===== config.mk =====
export PLATFORM = sky130hd
export DESIGN_NAME = gb_irq_unit
export DESIGN_NICKNAME = d
export VERILOG_FILES = /design/src/design/gb_irq_pkg.sv /design/src/design/irq_status_if.sv /design/src/design/irq_flag_regs.sv /design/src/design/irq_priority.sv /design/src/design/irq_dispatch.sv /design/src/design/gb_irq_unit.sv
export VERILOG_INCLUDE_DIRS = /design/src /design/src/design
export SDC_FILE = /design/constraint.sdc
export NUM_CORES = 1
export LEC_CHECK = 0
export BUFFER_PORTS_ARGS = -buffer_cell sky130_fd_sc_hd__buf_2
export CORE_MARGIN = 2
export CORE_UTILIZATION = 30
export CTS_CLUSTER_DIAMETER = 80
export CTS_CLUSTER_SIZE = 24
export DETAILED_ROUTE_END_ITERATION = 7
export PLACE_DENSITY = 0.53
export SYNTH_ARGS = -nofsm -noshare
export SYNTH_HDL_FRONTEND = slang
export SYNTH_SLANG_ARGS = --single-unit

===== constraint.sdc =====
create_clock -name clock -period 2.15 [get_ports clock]
set_input_delay 0.215 -clock clock [delete_from_list [all_inputs] [get_ports clock]]
set_output_delay 0.215 -clock clock [all_outputs]
set_load 0.005 [all_outputs]

===== src/design/gb_irq_cfg.svh =====
`ifndef GB_IRQ_CFG_SVH
`define GB_IRQ_CFG_SVH

// Interrupt sources handled by the unit
// VBLANK, LCDC, TIMA, SERIAL, HILO
`define GB_IRQ_COUNT 5

// Restart address of source 0
`define GB_IRQ_VECTOR_BASE 8'h40

// Spacing between consecutive restart addresses
// Source n jumps to base + n * step
`define GB_IRQ_VECTOR_STEP 8'h08

`endif


===== src/design/gb_irq_pkg.sv =====
`include "gb_irq_cfg.svh"

package gb_irq_pkg;

   // One flag bit per source, bit index equals source number
   typedef logic [`GB_IRQ_COUNT-1:0] irq_bits_t;

   // Sources in priority order
   // Lowest value wins when several are pending
   typedef enum logic [2:0] {
      IRQ_VBLANK = 3'd0,
      IRQ_LCDC   = 3'd1,
      IRQ_TIMA   = 3'd2,
      IRQ_SERIAL = 3'd3,
      IRQ_HILO   = 3'd4
   } irq_source_t;

   // Vector handshake towards the core
   typedef enum logic [1:0] {
      DISP_IDLE    = 2'd0,
      DISP_REQ     = 2'd1,
      DISP_RELEASE = 2'd2
   } dispatch_state_t;

   // Restart address as seen by the core
   typedef logic [7:0] vector_t;

endpackage


===== src/design/irq_status_if.sv =====
`timescale 1ns/100ps

interface irq_status_if;
   import gb_irq_pkg::*;

   // Flag state, from the flag registers
   irq_bits_t if_bits;
   irq_bits_t ie_bits;
   logic ime;

   // Accepted source, from the priority stage
   // Removes the bit from IF and drops IME
   logic clear;
   irq_source_t clear_source;

   // Register side
   modport flags (
      output if_bits,
      output ie_bits,
      output ime,
      input  clear,
      input  clear_source
   );

   // Priority side
   modport select (
      input  if_bits,
      input  ie_bits,
      input  ime,
      output clear,
      output clear_source
   );

endinterface


===== src/design/irq_flag_regs.sv =====
`timescale 1ns/100ps

module irq_flag_regs (
   input  logic                  clock,
   input  logic                  reset,
   input  gb_irq_pkg::irq_bits_t if_in,
   input  logic                  if_load,
   input  gb_irq_pkg::irq_bits_t ie_in,
   input  logic                  ie_load,
   input  logic                  ime_set,
   input  logic                  ime_reset,
   irq_status_if.flags           status,
   output gb_irq_pkg::irq_bits_t if_data,
   output gb_irq_pkg::irq_bits_t ie_data,
   output logic                  ime
);
   import gb_irq_pkg::*;

   // Interrupt flag, interrupt enable, master enable
   irq_bits_t if_q;
   irq_bits_t ie_q;
   logic ime_q;

   // Next-state terms
   irq_bits_t clear_mask;
   irq_bits_t if_next;
   logic ime_next;

   // All ones except the accepted source
   assign clear_mask = status.clear ? ~(irq_bits_t'(1) << status.clear_source) : '1;

   always_comb begin
      if (status.clear) begin
         // Request bits arriving with a clear are merged, not lost
         if_next = (if_load ? if_in : '0) | (if_q & clear_mask);
      end else if (if_load) begin
         if_next = if_in;
      end else begin
         if_next = if_q;
      end
   end

   always_comb begin
      // Set beats both reset and the clear from a capture
      if (ime_set) begin
         ime_next = 1'b1;
      end else if (ime_reset || status.clear) begin
         ime_next = 1'b0;
      end else begin
         ime_next = ime_q;
      end
   end

   always_ff @(posedge clock or posedge reset) begin
      if (reset) begin
         if_q  <= '0;
         ie_q  <= '0;
         // Master enable comes up on
         ime_q <= 1'b1;
      end else begin
         if_q  <= if_next;
         ime_q <= ime_next;
         if (ie_load) begin
            ie_q <= ie_in;
         end
      end
   end

   // State towards the priority stage
   assign status.if_bits = if_q;
   assign status.ie_bits = ie_q;
   assign status.ime     = ime_q;

   // Visible copies at the top level
   assign if_data = if_q;
   assign ie_data = ie_q;
   assign ime     = ime_q;

   // Priority must only accept a source that is really flagged
   a_clear_flagged : assert property (
      @(posedge clock) disable iff (reset)
      status.clear |-> if_q[status.clear_source]
   ) else $error("clear names source %0d whose IF bit is not set",
                 status.clear_source);

endmodule


===== src/design/irq_priority.sv =====
`timescale 1ns/100ps
`include "gb_irq_cfg.svh"

module irq_priority (
   input  logic                    clock,
   input  logic                    reset,
   irq_status_if.select            status,
   input  logic                    cap_ack,
   output logic                    cap_req,
   output gb_irq_pkg::irq_source_t cap_source
);
   import gb_irq_pkg::*;

   // Enabled and flagged sources
   irq_bits_t pending;
   // Lowest pending source
   irq_source_t sel;
   // Take a source this cycle
   logic capture;

   assign pending = status.if_bits & status.ie_bits;

   // Fixed priority, lowest index wins
   // Scan downwards so the last hit is the lowest bit
   always_comb begin
      sel = IRQ_VBLANK;
      for (int i = `GB_IRQ_COUNT - 1; i >= 0; i--) begin
         if (pending[i]) begin
            sel = irq_source_t'(3'(i));
         end
      end
   end

   // Idle means both halves of the last cap handshake are done
   // IME gates everything, as in the core
   assign capture = status.ime && (|pending) && !cap_req && !cap_ack;

   // Clear is a one-cycle pulse in the capture cycle
   // Flag regs drop the IF bit and IME on the same edge
   assign status.clear        = capture;
   assign status.clear_source = sel;

   // Request side of the cap handshake
   always_ff @(posedge clock or posedge reset) begin
      if (reset) begin
         cap_req <= 1'b0;
      end else if (capture) begin
         cap_req <= 1'b1;
      end else if (cap_ack) begin
         // Dispatch has the source, let go
         cap_req <= 1'b0;
      end
   end

   // Holding register for the captured source
   // Only written when idle, so steady during cap_req
   always_ff @(posedge clock) begin
      if (capture) begin
         cap_source <= sel;
      end
   end

   // Dispatch samples cap_source at any point while cap_req is up
   a_cap_source_stable : assert property (
      @(posedge clock) disable iff (reset)
      cap_req && $past(cap_req) |-> cap_source == $past(cap_source)
   ) else $error("cap_source changed while cap_req was high");

endmodule


===== src/design/irq_dispatch.sv =====
`timescale 1ns/100ps
`include "gb_irq_cfg.svh"

module irq_dispatch (
   input  logic                    clock,
   input  logic                    reset,
   input  logic                    cap_req,
   input  gb_irq_pkg::irq_source_t cap_source,
   input  logic                    vector_ack,
   output logic                    cap_ack,
   output logic                    vector_req,
   output gb_irq_pkg::vector_t     vector
);
   import gb_irq_pkg::*;

   dispatch_state_t state;
   // Source being offered to the core
   irq_source_t held_source;
   // Accept a new source from priority
   logic take;

   // Only one source held at a time
   // Ack from the previous vector already dropped in DISP_RELEASE
   assign take = (state == DISP_IDLE) && cap_req && !cap_ack;

   always_ff @(posedge clock or posedge reset) begin
      if (reset) begin
         state <= DISP_IDLE;
      end else begin
         case (state)
            DISP_IDLE: begin
               if (take) begin
                  state <= DISP_REQ;
               end
            end
            DISP_REQ: begin
               // Wait for the core to take the vector
               if (vector_ack) begin
                  state <= DISP_RELEASE;
               end
            end
            DISP_RELEASE: begin
               // Request is down, wait for ack to follow
               if (!vector_ack) begin
                  state <= DISP_IDLE;
               end
            end
            default: begin
               state <= DISP_IDLE;
            end
         endcase
      end
   end

   // Ack side of the cap handshake
   // Runs on its own so priority can refill while the core is slow
   always_ff @(posedge clock or posedge reset) begin
      if (reset) begin
         cap_ack <= 1'b0;
      end else if (!cap_req) begin
         cap_ack <= 1'b0;
      end else if (take) begin
         cap_ack <= 1'b1;
      end
   end

   always_ff @(posedge clock) begin
      if (take) begin
         held_source <= cap_source;
      end
   end

   assign vector_req = (state == DISP_REQ);

   // Restart address, base plus step per source
   assign vector = `GB_IRQ_VECTOR_BASE + (`GB_IRQ_VECTOR_STEP * vector_t'(held_source));

   // Core may sample vector anywhere in the request window
   a_vector_stable : assert property (
      @(posedge clock) disable iff (reset)
      vector_req && $past(vector_req) |-> vector == $past(vector)
   ) else $error("vector changed while vector_req was high");

   // Previous handshake must be fully closed
   a_req_after_ack_low : assert property (
      @(posedge clock) disable iff (reset)
      $rose(vector_req) |-> !$past(vector_ack)
   ) else $error("vector_req rose while vector_ack was still high");

endmodule


===== src/design/gb_irq_unit.sv =====
`timescale 1ns/100ps
`include "gb_irq_cfg.svh"

module gb_irq_unit (
   input  logic                     clock,
   input  logic                     reset,
   input  logic [`GB_IRQ_COUNT-1:0] if_in,
   input  logic                     if_load,
   input  logic [`GB_IRQ_COUNT-1:0] ie_in,
   input  logic                     ie_load,
   input  logic                     ime_set,
   input  logic                     ime_reset,
   input  logic                     vector_ack,
   output logic                     vector_req,
   output logic [7:0]               vector,
   output logic [`GB_IRQ_COUNT-1:0] if_data,
   output logic [`GB_IRQ_COUNT-1:0] ie_data,
   output logic                     ime
);
   import gb_irq_pkg::*;

   // Flag state out, clear back
   irq_status_if status ();

   // Priority to dispatch handshake
   logic cap_req;
   logic cap_ack;
   irq_source_t cap_source;

   // Stage 1, IF, IE and IME
   irq_flag_regs i_flag_regs (
      .clock     (clock),
      .reset     (reset),
      .if_in     (if_in),
      .if_load   (if_load),
      .ie_in     (ie_in),
      .ie_load   (ie_load),
      .ime_set   (ime_set),
      .ime_reset (ime_reset),
      .status    (status.flags),
      .if_data   (if_data),
      .ie_data   (ie_data),
      .ime       (ime)
   );

   // Stage 2, select and capture
   irq_priority i_priority (
      .clock      (clock),
      .reset      (reset),
      .status     (status.select),
      .cap_ack    (cap_ack),
      .cap_req    (cap_req),
      .cap_source (cap_source)
   );

   // Stage 3, vector towards the core
   irq_dispatch i_dispatch (
      .clock      (clock),
      .reset      (reset),
      .cap_req    (cap_req),
      .cap_source (cap_source),
      .vector_ack (vector_ack),
      .cap_ack    (cap_ack),
      .vector_req (vector_req),
      .vector     (vector)
   );

endmodule


==> results of run 1 <==
[path summary, 6_finish.rpt]
| check | startpoint | end | slack [ns] | depth (start not counted) |
|---|---|---|---|---|
| worst max-delay path | i_flag_regs.ime$_DFFE_PP1P_ | i_flag_regs.if_data[2]$_DFFE_PP0P_ | 0.41 | 4 |
| worst min-delay path | ime_set | i_flag_regs.ime$_DFFE_PP1P_ | 0.11 | 2 |
| worst max register to register | i_flag_regs.ime$_DFFE_PP1P_ | i_flag_regs.if_data[2]$_DFFE_PP0P_ | 0.41 | 4 |
| worst min register to register | i_priority.cap_source[2]$_DFFE_PP_ | i_dispatch.held_source[2]$_DFFE_PP_ | 0.43 | 0 |
| max in group asynchronous | reset | i_flag_regs.if_data[0]$_DFFE_PP0P_ | 1.27 | 3 |
| min in group asynchronous | reset | i_dispatch.cap_ack$_DFFE_PP0P_ | 0.49 | 3 |
[repair_timing]
item,CTS,global route
endpoints found under the hold margin,14,0
setup endpoints to repair,0,0
hold buffers,1,0
[power by group through the flow]
stage	logic [mW]	registers (mW)	clock network, mW
after global routing	0.414	0.648	0.220
after global placement	0.363	0.633	0
after CTS	0.373	0.632	0.203
final	0.363	0.629	0.197
after detailed placement	0.371	0.639	0
after floorplan	0.240	0.625	0
[metrics by stage]
step                      utilization  setup slack (ns)
final                          0.3886            0.4132
after global routing           0.3886            0.3182
after CTS                      0.3886            0.3973
after detailed placement       0.3764            0.4124
after global placement         0.3764            0.4630
after floorplan                     -            0.5215
[critical path, delay by kind of cell (launching register included)]
family	cells	cell delay, ns
AND/OR/NAND/NOR	2	0.48
flip-flops	1	0.57
AO/OA/AOI/OAI	2	0.59
[layout make-up]
| cell class | instances | area share |
|---|---|---|
| sequential | 21 | 0.4655 |
| clock buffer | 3 | 0.01883 |
| tap | 44 | 0.04602 |
| inverter | 3 | 0.009414 |
| clock inverter | 1 | 0.004184 |
| multi-input combinational | 53 | 0.3117 |
| timing repair buffer | 33 | 0.1444 |
[routing by layer]
metal / global-route usage / up-vias / routed length [µm]
li1: - / 346 / -
met1: 0.1316 / 349 / 821
met2: 0.2273 / 24 / 983
met3: 0.04478 / 0 / 116
met4: 0.009317 / 0 / 0
met5: 0 / - / 0
[state kept, by name, summed over array words and instances, names as in the netlist]
register and cells:
i_dispatch.cap_ack 1, i_dispatch.held_source 3, i_dispatch.state 2, i_flag_regs.ie_data 5, i_flag_regs.if_data 5, i_flag_regs.ime 1, i_priority.cap_req 1, i_priority.cap_source 3
[cells in the mapped netlist (all sizes together) (2+ instances only)]
cell and n:
dfrtp 14, nand2 8, edfxtp 6, buf 5, mux2 5, nor2 5, nand3 4, a221o 3
and3 3, inv 3, a21o 2, a21oi 2, a22oi 2, conb 2, nor2b 2
[cell families after synthesis]
| kind of cell | count (synthesis) |
|---|---|
| xor+xnor | 1 |
| buf+inv | 9 |
| mux | 5 |
| flops | 21 |
| other cells | 2 |
| simple gates | 27 |
| compound gates | 15 |
==> impl_metrics.toml, run 1 <==
[run_status]
status = "finished, final reports clean"

[sta]
min_period_ns = 1.737
setup-violations-final = 0
number_of_pins_exceeding_their_max_slew_limit_in_the_final_report = 0
worst_slew_pin_slew_ns = 0.5930
setup_total_negative_slack_ns = 0
grt_setup_unrepaired = "false"
timing.max_slew.rel_slack = 0.6043
layout_worst_path_cycle_share = 0.8078
final.setup_skew_ns = 0.001553
max_freq_mhz = 575.8
worst_hold_slack_ns = 0.1095
timing_hold_violations_final = 0

[yosys]
synthDominantAreaCellType = "dfrtp_1"
synth_top_family_by_area = "simple AND/OR/NAND/NOR gates"
synth_ff_type = "dfrtp_1"
avgSynthCellArea_um2 = 12.15
yosys.area_share.simple = 0.1519
synth.area.top_cells = "dfrtp_1, edfxtp_1, mux2_2"
async_set_or_reset_flop_fraction_in_the_synthesized_netlist = 0.7143
synth.cell_area_um2 = 972.2
post-synth-top-area-fraction = 0.3604
synthesis.instances = 80
synth-edff-count = 6
synth.distinct_cells = 31
synthXorXnorAreaFrac = 0.009009
fraction_of_the_mapped_netlist_area_in_compound_gates = 0.1454
synth_adder_area_share = 0
muxShareOfSynthArea = 0.05792
ff_latch_count_synth = 21
yosysWarningCount = 0
synth-seq-area-share = 0.5727

[finish]
final_cell_mix = "buf_2, dfrtp_1, nand2_1, edfxtp_1"
fillCellCount = 327
design.final.nets = 132
layout_commonest_cell = "buf_2"
multiInputGateArea_um2 = 372.9
antenna-diode-count = 0
fraction_of_final_layout_cells_with_drive_strength_greater_than_1 = 0.4211
ff_latch_area_um2 = 556.8
design_area_um2 = 1196
stdcell_count = 158
area_growth_pct = 23.04

[global_routing]
grt_pass1_wl_mm = 3.298
track_usage = 0.1197
vias_in_the_first_global_route = 744
initial_antenna_violation_count = 0
grt_overflow = 0
grt_max_degree = 16

[place]
dp.cells = 153
routabilityCongestion = 0.6787
postPlaceCellArea_um2 = 1159
place_hpwl_mm = 1.475
port_buffers = 31

[routing]
post_drt_wl_per_cell_um = 12.16
detailedRoute.firstPassIterationCount = 4
ant_nets = 0
vias_per_cell = 4.551
drc_violations = 0
routed_wl_mm = 1.921
detailroute.via_count = 719
drt_first_iter_violations = 16

[power]
total_power_mw = 1.189
power_switching_share = 0.3322
internal-power_mw = 0.7938
power.share.clock = 0.165
combPwrFrac = 0.306
cellPowerDensity_nw_per_um2 = 993.8
ir_drop_v = 0.0005053
p_leak_nw = 0.5597
total_switching_power_mw = 0.3950
pwr-share-seq = 0.529

[clock_network]
tritoncts_buffer_count = 3
cts.root.buffer_cell = "clkbuf_4"
cts-root-to-sink-buffers = 2
post_cts_resized = 0
postCtsSetupRepairBufs = 0
clock_sinks = 21
tritoncts_clock_tree = "done"
h-tree-depth = 1
cts.reportedPaths.clkPinSlew_ns = 0.12
worst_skew_pair.late_latency_ns = 0.31

[setup_path]
slowest_delay_ns = 0.57
timing.critical_path.cells = "or3b_4 -> a31oi_4 -> nor2_2 -> a221o_1"
cp_data_required_time_ns = 2.36
timing.critical_path.from_type = "flop"
timing.critical_path.arrival_ns = 1.94
timing_worst_setup_path_type = "flop to flop"
critical_path.max_fanout = 9
crit_slowest_cell = "dfstp_2"
critPathCaptureType = "flop"

[floorplan]
die_height_um = 60.93
design.die.area_um2 = 3712
core_area_um2 = 3078
die_width_um = 60.93
floorplan.initialDensity = 0.3159
num_rows = 20
io_pins = 37

[flow_run]
cap_violations = 0

[min_path]
hp-class = "input port to flop"
No activity file was read; power rests on OpenSTA's default activity.
==> inputs of run 2 (changes only) <==
--- a/config.mk
+++ b/config.mk
@@ -12,7 +12,7 @@
 export CTS_CLUSTER_DIAMETER = 80
 export CTS_CLUSTER_SIZE = 24
 export DETAILED_ROUTE_END_ITERATION = 7
-export PLACE_DENSITY = 0.53
+export PLACE_DENSITY = 0.55
 export SYNTH_ARGS = -nofsm -noshare
 export SYNTH_HDL_FRONTEND = slang
 export SYNTH_SLANG_ARGS = --single-unit
==> constraint.sdc (replaced) <==
create_clock -name clock -period 1.5 [get_ports clock]
set_input_delay 0.15 -clock clock [delete_from_list [all_inputs] [get_ports clock]]
set_output_delay 0.15 -clock clock [all_outputs]
set_load 0.005 [all_outputs]
==> run 2 against run 1 <==
Global-route usage rose by 0.94 points; register-to-register slack lost 0.53 ns; via count grew 8.5%; design area increased by 12%; the flow now finishes with violations (negative setup slack); die area unchanged; critical path type unchanged; first-iteration DRC count fell by 56%; critical path depth stayed put; hold slack worse by 0.070 ns; clock-buffer cell count is the same; wire length is 10% higher; worst setup slack got worse by 0.53 ns; clock skew up 0.00093 ns.
==> impl_metrics.toml, run 2 (synthesis results as in run 1) <==
[place]
dp.cells = 170
port_buffers = 31
place_ws_ns = -0.1133
postPlaceCellArea_um2 = 1286
routabilityCongestion = 0.7463
place_hpwl_mm = 1.653

[sta]
min_period_ns = 1.616
number_of_pins_exceeding_their_max_slew_limit_in_the_final_report = 0
final.setup_skew_ns = 0.002480
max_freq_mhz = 618.9
setup-violations-final = 7
fin_ws_ns = -0.1159
grt_setup_unrepaired = "true"
timing.max_slew.rel_slack = 0.6030
layout_worst_path_cycle_share = 1.077
worst_slew_pin_slew_ns = 0.5949
timing_hold_violations_final = 0

[finish]
layout_commonest_cell = "buf_2"
area_growth_pct = 37.45
final_cell_mix = "buf_2, buf_4, dfrtp_1, nand2_1, edfxtp_1"
stdcell_count = 176
design.final.nets = 150
antenna-diode-count = 0
multiInputGateArea_um2 = 377.9
fillCellCount = 302
ff_latch_area_um2 = 556.8
design_area_um2 = 1336
final_util = 0.4341
fraction_of_final_layout_cells_with_drive_strength_greater_than_1 = 0.5076

[flow_run]
cap_violations = 0

[setup_path]
timing.critical_path.cells = "or3b_4 -> a31oi_4 -> nor2_2 -> a221o_1"
slowest_delay_ns = 0.54
critPathCaptureType = "flop"
timing_worst_setup_path_type = "flop to flop"
r2r_cells = 4
r2r_setup_slack_ns = -0.12
critical_path.max_fanout = 5
timing.critical_path.depth = 4
timing.critical_path.arrival_ns = 1.81
timing.critical_path.from_type = "flop"
buffers_inverters_on_critical_path = 0
worst_path_dominant_cell_family = "flip-flops"
cp_data_required_time_ns = 1.70
crit_slowest_cell = "dfstp_2"

[floorplan]
floorplan.initialDensity = 0.3159
num_rows = 20
die_width_um = 60.93
die_height_um = 60.93
design.die.area_um2 = 3712
core_area_um2 = 3078
io_pins = 37

[global_routing]
vias_in_the_first_global_route = 777
met1_usage = 0.1613
groute.layer.met3.usage = 0.03838
grt_max_degree = 16
gr_met2_demand_resource = 0.2212
track_usage = 0.1291
initial_antenna_violation_count = 0
global_route.peak_usage_layer = "met2"
grt_overflow = 0
grt_pass1_wl_mm = 3.443

[power]
total_power_mw = 1.911
cellPowerDensity_nw_per_um2 = 1430
ir_drop_v = 0.0006763
p_leak_nw = 0.6509

[min_path]
timing.hold.worst_path_depth = 2
hp-class = "input port to flop"

[clock_network]
worst_skew_pair.late_latency_ns = 0.30
cts-root-to-sink-buffers = 2
cts.root.buffer_cell = "clkbuf_4"
tritoncts_clock_tree = "done"
h-tree-depth = 1
cts.reportedPaths.clkPinSlew_ns = 0.12
clock_sinks = 21
tritoncts_buffer_count = 3

[routing]
vias_per_cell = 4.432
drc_violations = 0
post_drt_wl_per_cell_um = 12.01
detailroute.via_count = 780
drt_first_iter_violations = 7
detailedRoute.firstPassIterationCount = 2
routed_wl_mm = 2.114
ant_nets = 0

[run_status]
violations = "negative setup slack"
status = "finished, violations left"
==> run 2: changes by cell type in the layout (fill, tap and decap cells not counted), sizes merged <==
cell | previous run | this run
buf | 32 | 50
==> run 2: final timing paths <==
check	start	endpoint
max in group asynchronous	reset	i_flag_regs.if_data[3]$_DFFE_PP0P_
max	i_flag_regs.ime$_DFFE_PP1P_	i_flag_regs.if_data[1]$_DFFE_PP0P_
min in group asynchronous	reset	i_dispatch.state[0]$_DFFE_PP0P_
min reg2reg	i_priority.cap_source[2]$_DFFE_PP_	i_dispatch.held_source[2]$_DFFE_PP_
min	ime_set	i_flag_regs.ime$_DFFE_PP1P_
max reg2reg	i_flag_regs.ime$_DFFE_PP1P_	i_flag_regs.if_data[1]$_DFFE_PP0P_
==> run 2: repair_timing <==
item | CTS | global route
gates resized for setup | 0 | 1
hold buffers | 1 | 0
endpoints found under the hold margin | 14 | 0
setup endpoints to repair | 7 | 8
buffers inserted | 0 | 1
==> run 2: per-layer routing <==
metal	wire, µm	up-vias
met4	12	0
met2	1119	24
met5	0	-
li1	-	381
met1	876	373
met3	106	2
==> run 2: report_power, final <==
group,total (mW),internal [mW],switching [mW]
Clock,0.275,0.0995,0.176
Sequential,0.857,0.764,0.0932
Combinational,0.779,0.438,0.341
==> run 2: layout make-up <==
cell class,instances,share of cell area
Clock inverter,1,0.003745
Timing Repair Buffer,51,0.2303
Clock buffer,3,0.01685
Inverter,3,0.008427
Tap cell,44,0.04120
Sequential cell,21,0.4167
Multi-Input combinational cell,53,0.2828
==> run 2: per-stage QoR <==
step	setup TNS [ns]	hold WS (ns)
2_1_floorplan	-0.3856	0.05076
3_3_place_gp	-0.3632	0.2503
3_5_place_dp	-0.5890	0.2594
4_1_cts	-0.6754	0.03115
5_1_grt	-1.026	0.05183
6_report	-0.6222	0.03968
==> inputs of run 3 (changes only) <==
==> constraint.sdc (replaced) <==
create_clock -name clock -period 1.5 [get_ports clock]
set_input_delay 0.075 -clock clock [delete_from_list [all_inputs] [get_ports clock]]
set_output_delay 0.075 -clock clock [all_outputs]
set_load 0.005 [all_outputs]
==> run 3 against run 2 <==
The run still ends with negative setup slack left; critical endpoint unchanged; core utilization rose by 3.6 points; combinational power up 2.6%; hold slack got worse by 0.020 ns; largest power group unchanged; clock skew fell by 0.0015 ns; clock-buffer cell count is the same; worst setup slack improved by 0.0029 ns; wire length rose by 3.2%.
==> impl_metrics.toml, run 3 (synthesis results as in run 1) <==
[setup_path]
timing_worst_setup_path_type = "flop to flop"
worst_path_dominant_cell_family = "flip-flops"
buffers_inverters_on_critical_path = 0
crit_slowest_cell = "dfstp_2"
timing.critical_path.from_type = "flop"
timing.critical_path.arrival_ns = 1.81
critical_path.max_fanout = 5
critPathCaptureType = "flop"
slowest_delay_ns = 0.54
timing.critical_path.cells = "or3b_4 -> a31oi_4 -> nor2_2 -> a221o_1"
cp_data_required_time_ns = 1.70
r2r_setup_slack_ns = -0.11

[clock_network]
cts.root.buffer_cell = "clkbuf_4"
worst_skew_pair.late_latency_ns = 0.30
clock_sinks = 21
h-tree-depth = 1
tritoncts_clock_tree = "done"
cts.reportedPaths.clkPinSlew_ns = 0.12
cts-root-to-sink-buffers = 2
tritoncts_buffer_count = 3

[sta]
worst_slew_pin_slew_ns = 0.5921
min_period_ns = 1.613
layout_worst_path_cycle_share = 1.075
fin_ws_ns = -0.1130
timing.max_slew.rel_slack = 0.6049
final.setup_skew_ns = 0.0009888
grt_setup_unrepaired = "true"
number_of_pins_exceeding_their_max_slew_limit_in_the_final_report = 0
setup_total_negative_slack_ns = -0.5984
max_freq_mhz = 620.0
timing_hold_violations_final = 0
setup-violations-final = 7

[routing]
detailroute.via_count = 814
post_drt_wl_per_cell_um = 11.67
ant_nets = 0
drc_violations = 0
detailedRoute.firstPassIterationCount = 2
drt_first_iter_violations = 7
routed_wl_mm = 2.182
vias_per_cell = 4.353

[run_status]
status = "finished, violations left"
violations = "negative setup slack"

[finish]
area_growth_pct = 48.78
design_area_um2 = 1446
layout_commonest_cell = "buf_2"
multiInputGateArea_um2 = 377.9
final_cell_mix = "buf_2, buf_4, dfrtp_1, dlygate4sd3_1, nand2_1"
antenna-diode-count = 0
fraction_of_final_layout_cells_with_drive_strength_greater_than_1 = 0.4685
ff_latch_area_um2 = 556.8
fillCellCount = 294
design.final.nets = 161

[global_routing]
vias_in_the_first_global_route = 834
track_usage = 0.1340
grt_max_degree = 16
grt_pass1_wl_mm = 3.588
initial_antenna_violation_count = 0
grt_overflow = 0

[place]
routabilityCongestion = 0.7463
place_ws_ns = -0.1133
port_buffers = 31
place_hpwl_mm = 1.653
postPlaceCellArea_um2 = 1286

[floorplan]
floorplan.initialDensity = 0.3159
die_height_um = 60.93
core_area_um2 = 3078
io_pins = 37
die_width_um = 60.93
design.die.area_um2 = 3712
num_rows = 20

[power]
ir_drop_v = 0.0006973
cellPowerDensity_nw_per_um2 = 1334
p_leak_nw = 0.6968

[flow_run]
cap_violations = 0

[min_path]
hp-class = "input port to flop"
==> run 3: final cells by class <==
| class | instances | share of cell area |
|---|---|---|
| inverter | 3 | 0.007785 |
| clock buffer | 3 | 0.01557 |
| tap | 44 | 0.03806 |
| clock inverter | 1 | 0.003460 |
| multi-input combinational | 53 | 0.2612 |
| timing repair buffer | 62 | 0.2889 |
| sequential | 21 | 0.3849 |
==> run 3: routing by layer <==
layer	GRT usage	vias up	wire length (µm)
li1	-	403	-
met1	0.1640	385	904
met2	0.2350	24	1170
met3	0.03838	2	94
met4	0.02795	0	12
met5	0	-	0
==> run 3: report_power, final <==
part	leakage [nW]	switching [mW]	internal (mW)
Sequential	0.236	0.0930	0.764
Clock	0.0177	0.174	0.0995
Combinational	0.443	0.343	0.457
==> run 3: timing repair <==
action	4_1_cts	5_1_grt
setup endpoints to repair	7	8
buffers inserted	0	1
hold buffers	12	0
hold endpoints to repair	24	0
gates resized for setup	0	1
==> run 3: path summary, 6_finish.rpt <==
path / to / depth (start not counted) / from
max in group asynchronous: i_flag_regs.if_data[3]$_DFFE_PP0P_ / 3 / reset
worst max-delay path: i_flag_regs.if_data[1]$_DFFE_PP0P_ / 4 / i_flag_regs.ime$_DFFE_PP1P_
min in group asynchronous: i_dispatch.state[0]$_DFFE_PP0P_ / 3 / reset
worst min register to register: i_dispatch.held_source[2]$_DFFE_PP_ / 0 / i_priority.cap_source[2]$_DFFE_PP_
worst min-delay path: i_flag_regs.if_data[1]$_DFFE_PP0P_ / 2 / if_in[1]
worst max register to register: i_flag_regs.if_data[1]$_DFFE_PP0P_ / 4 / i_flag_regs.ime$_DFFE_PP1P_
==> run 3: per-stage QoR <==
stage	hold WS (ns)	power, mW	instances	utilization
after floorplan	-0.02424	1.239	83	-
after global placement	0.1753	1.611	170	0.4179
after detailed placement	0.1844	1.631	170	0.4179
after CTS	0.01699	1.937	186	0.4659
after global routing	0.01926	2.086	187	0.4699
final	0.01966	1.930	187	0.4699
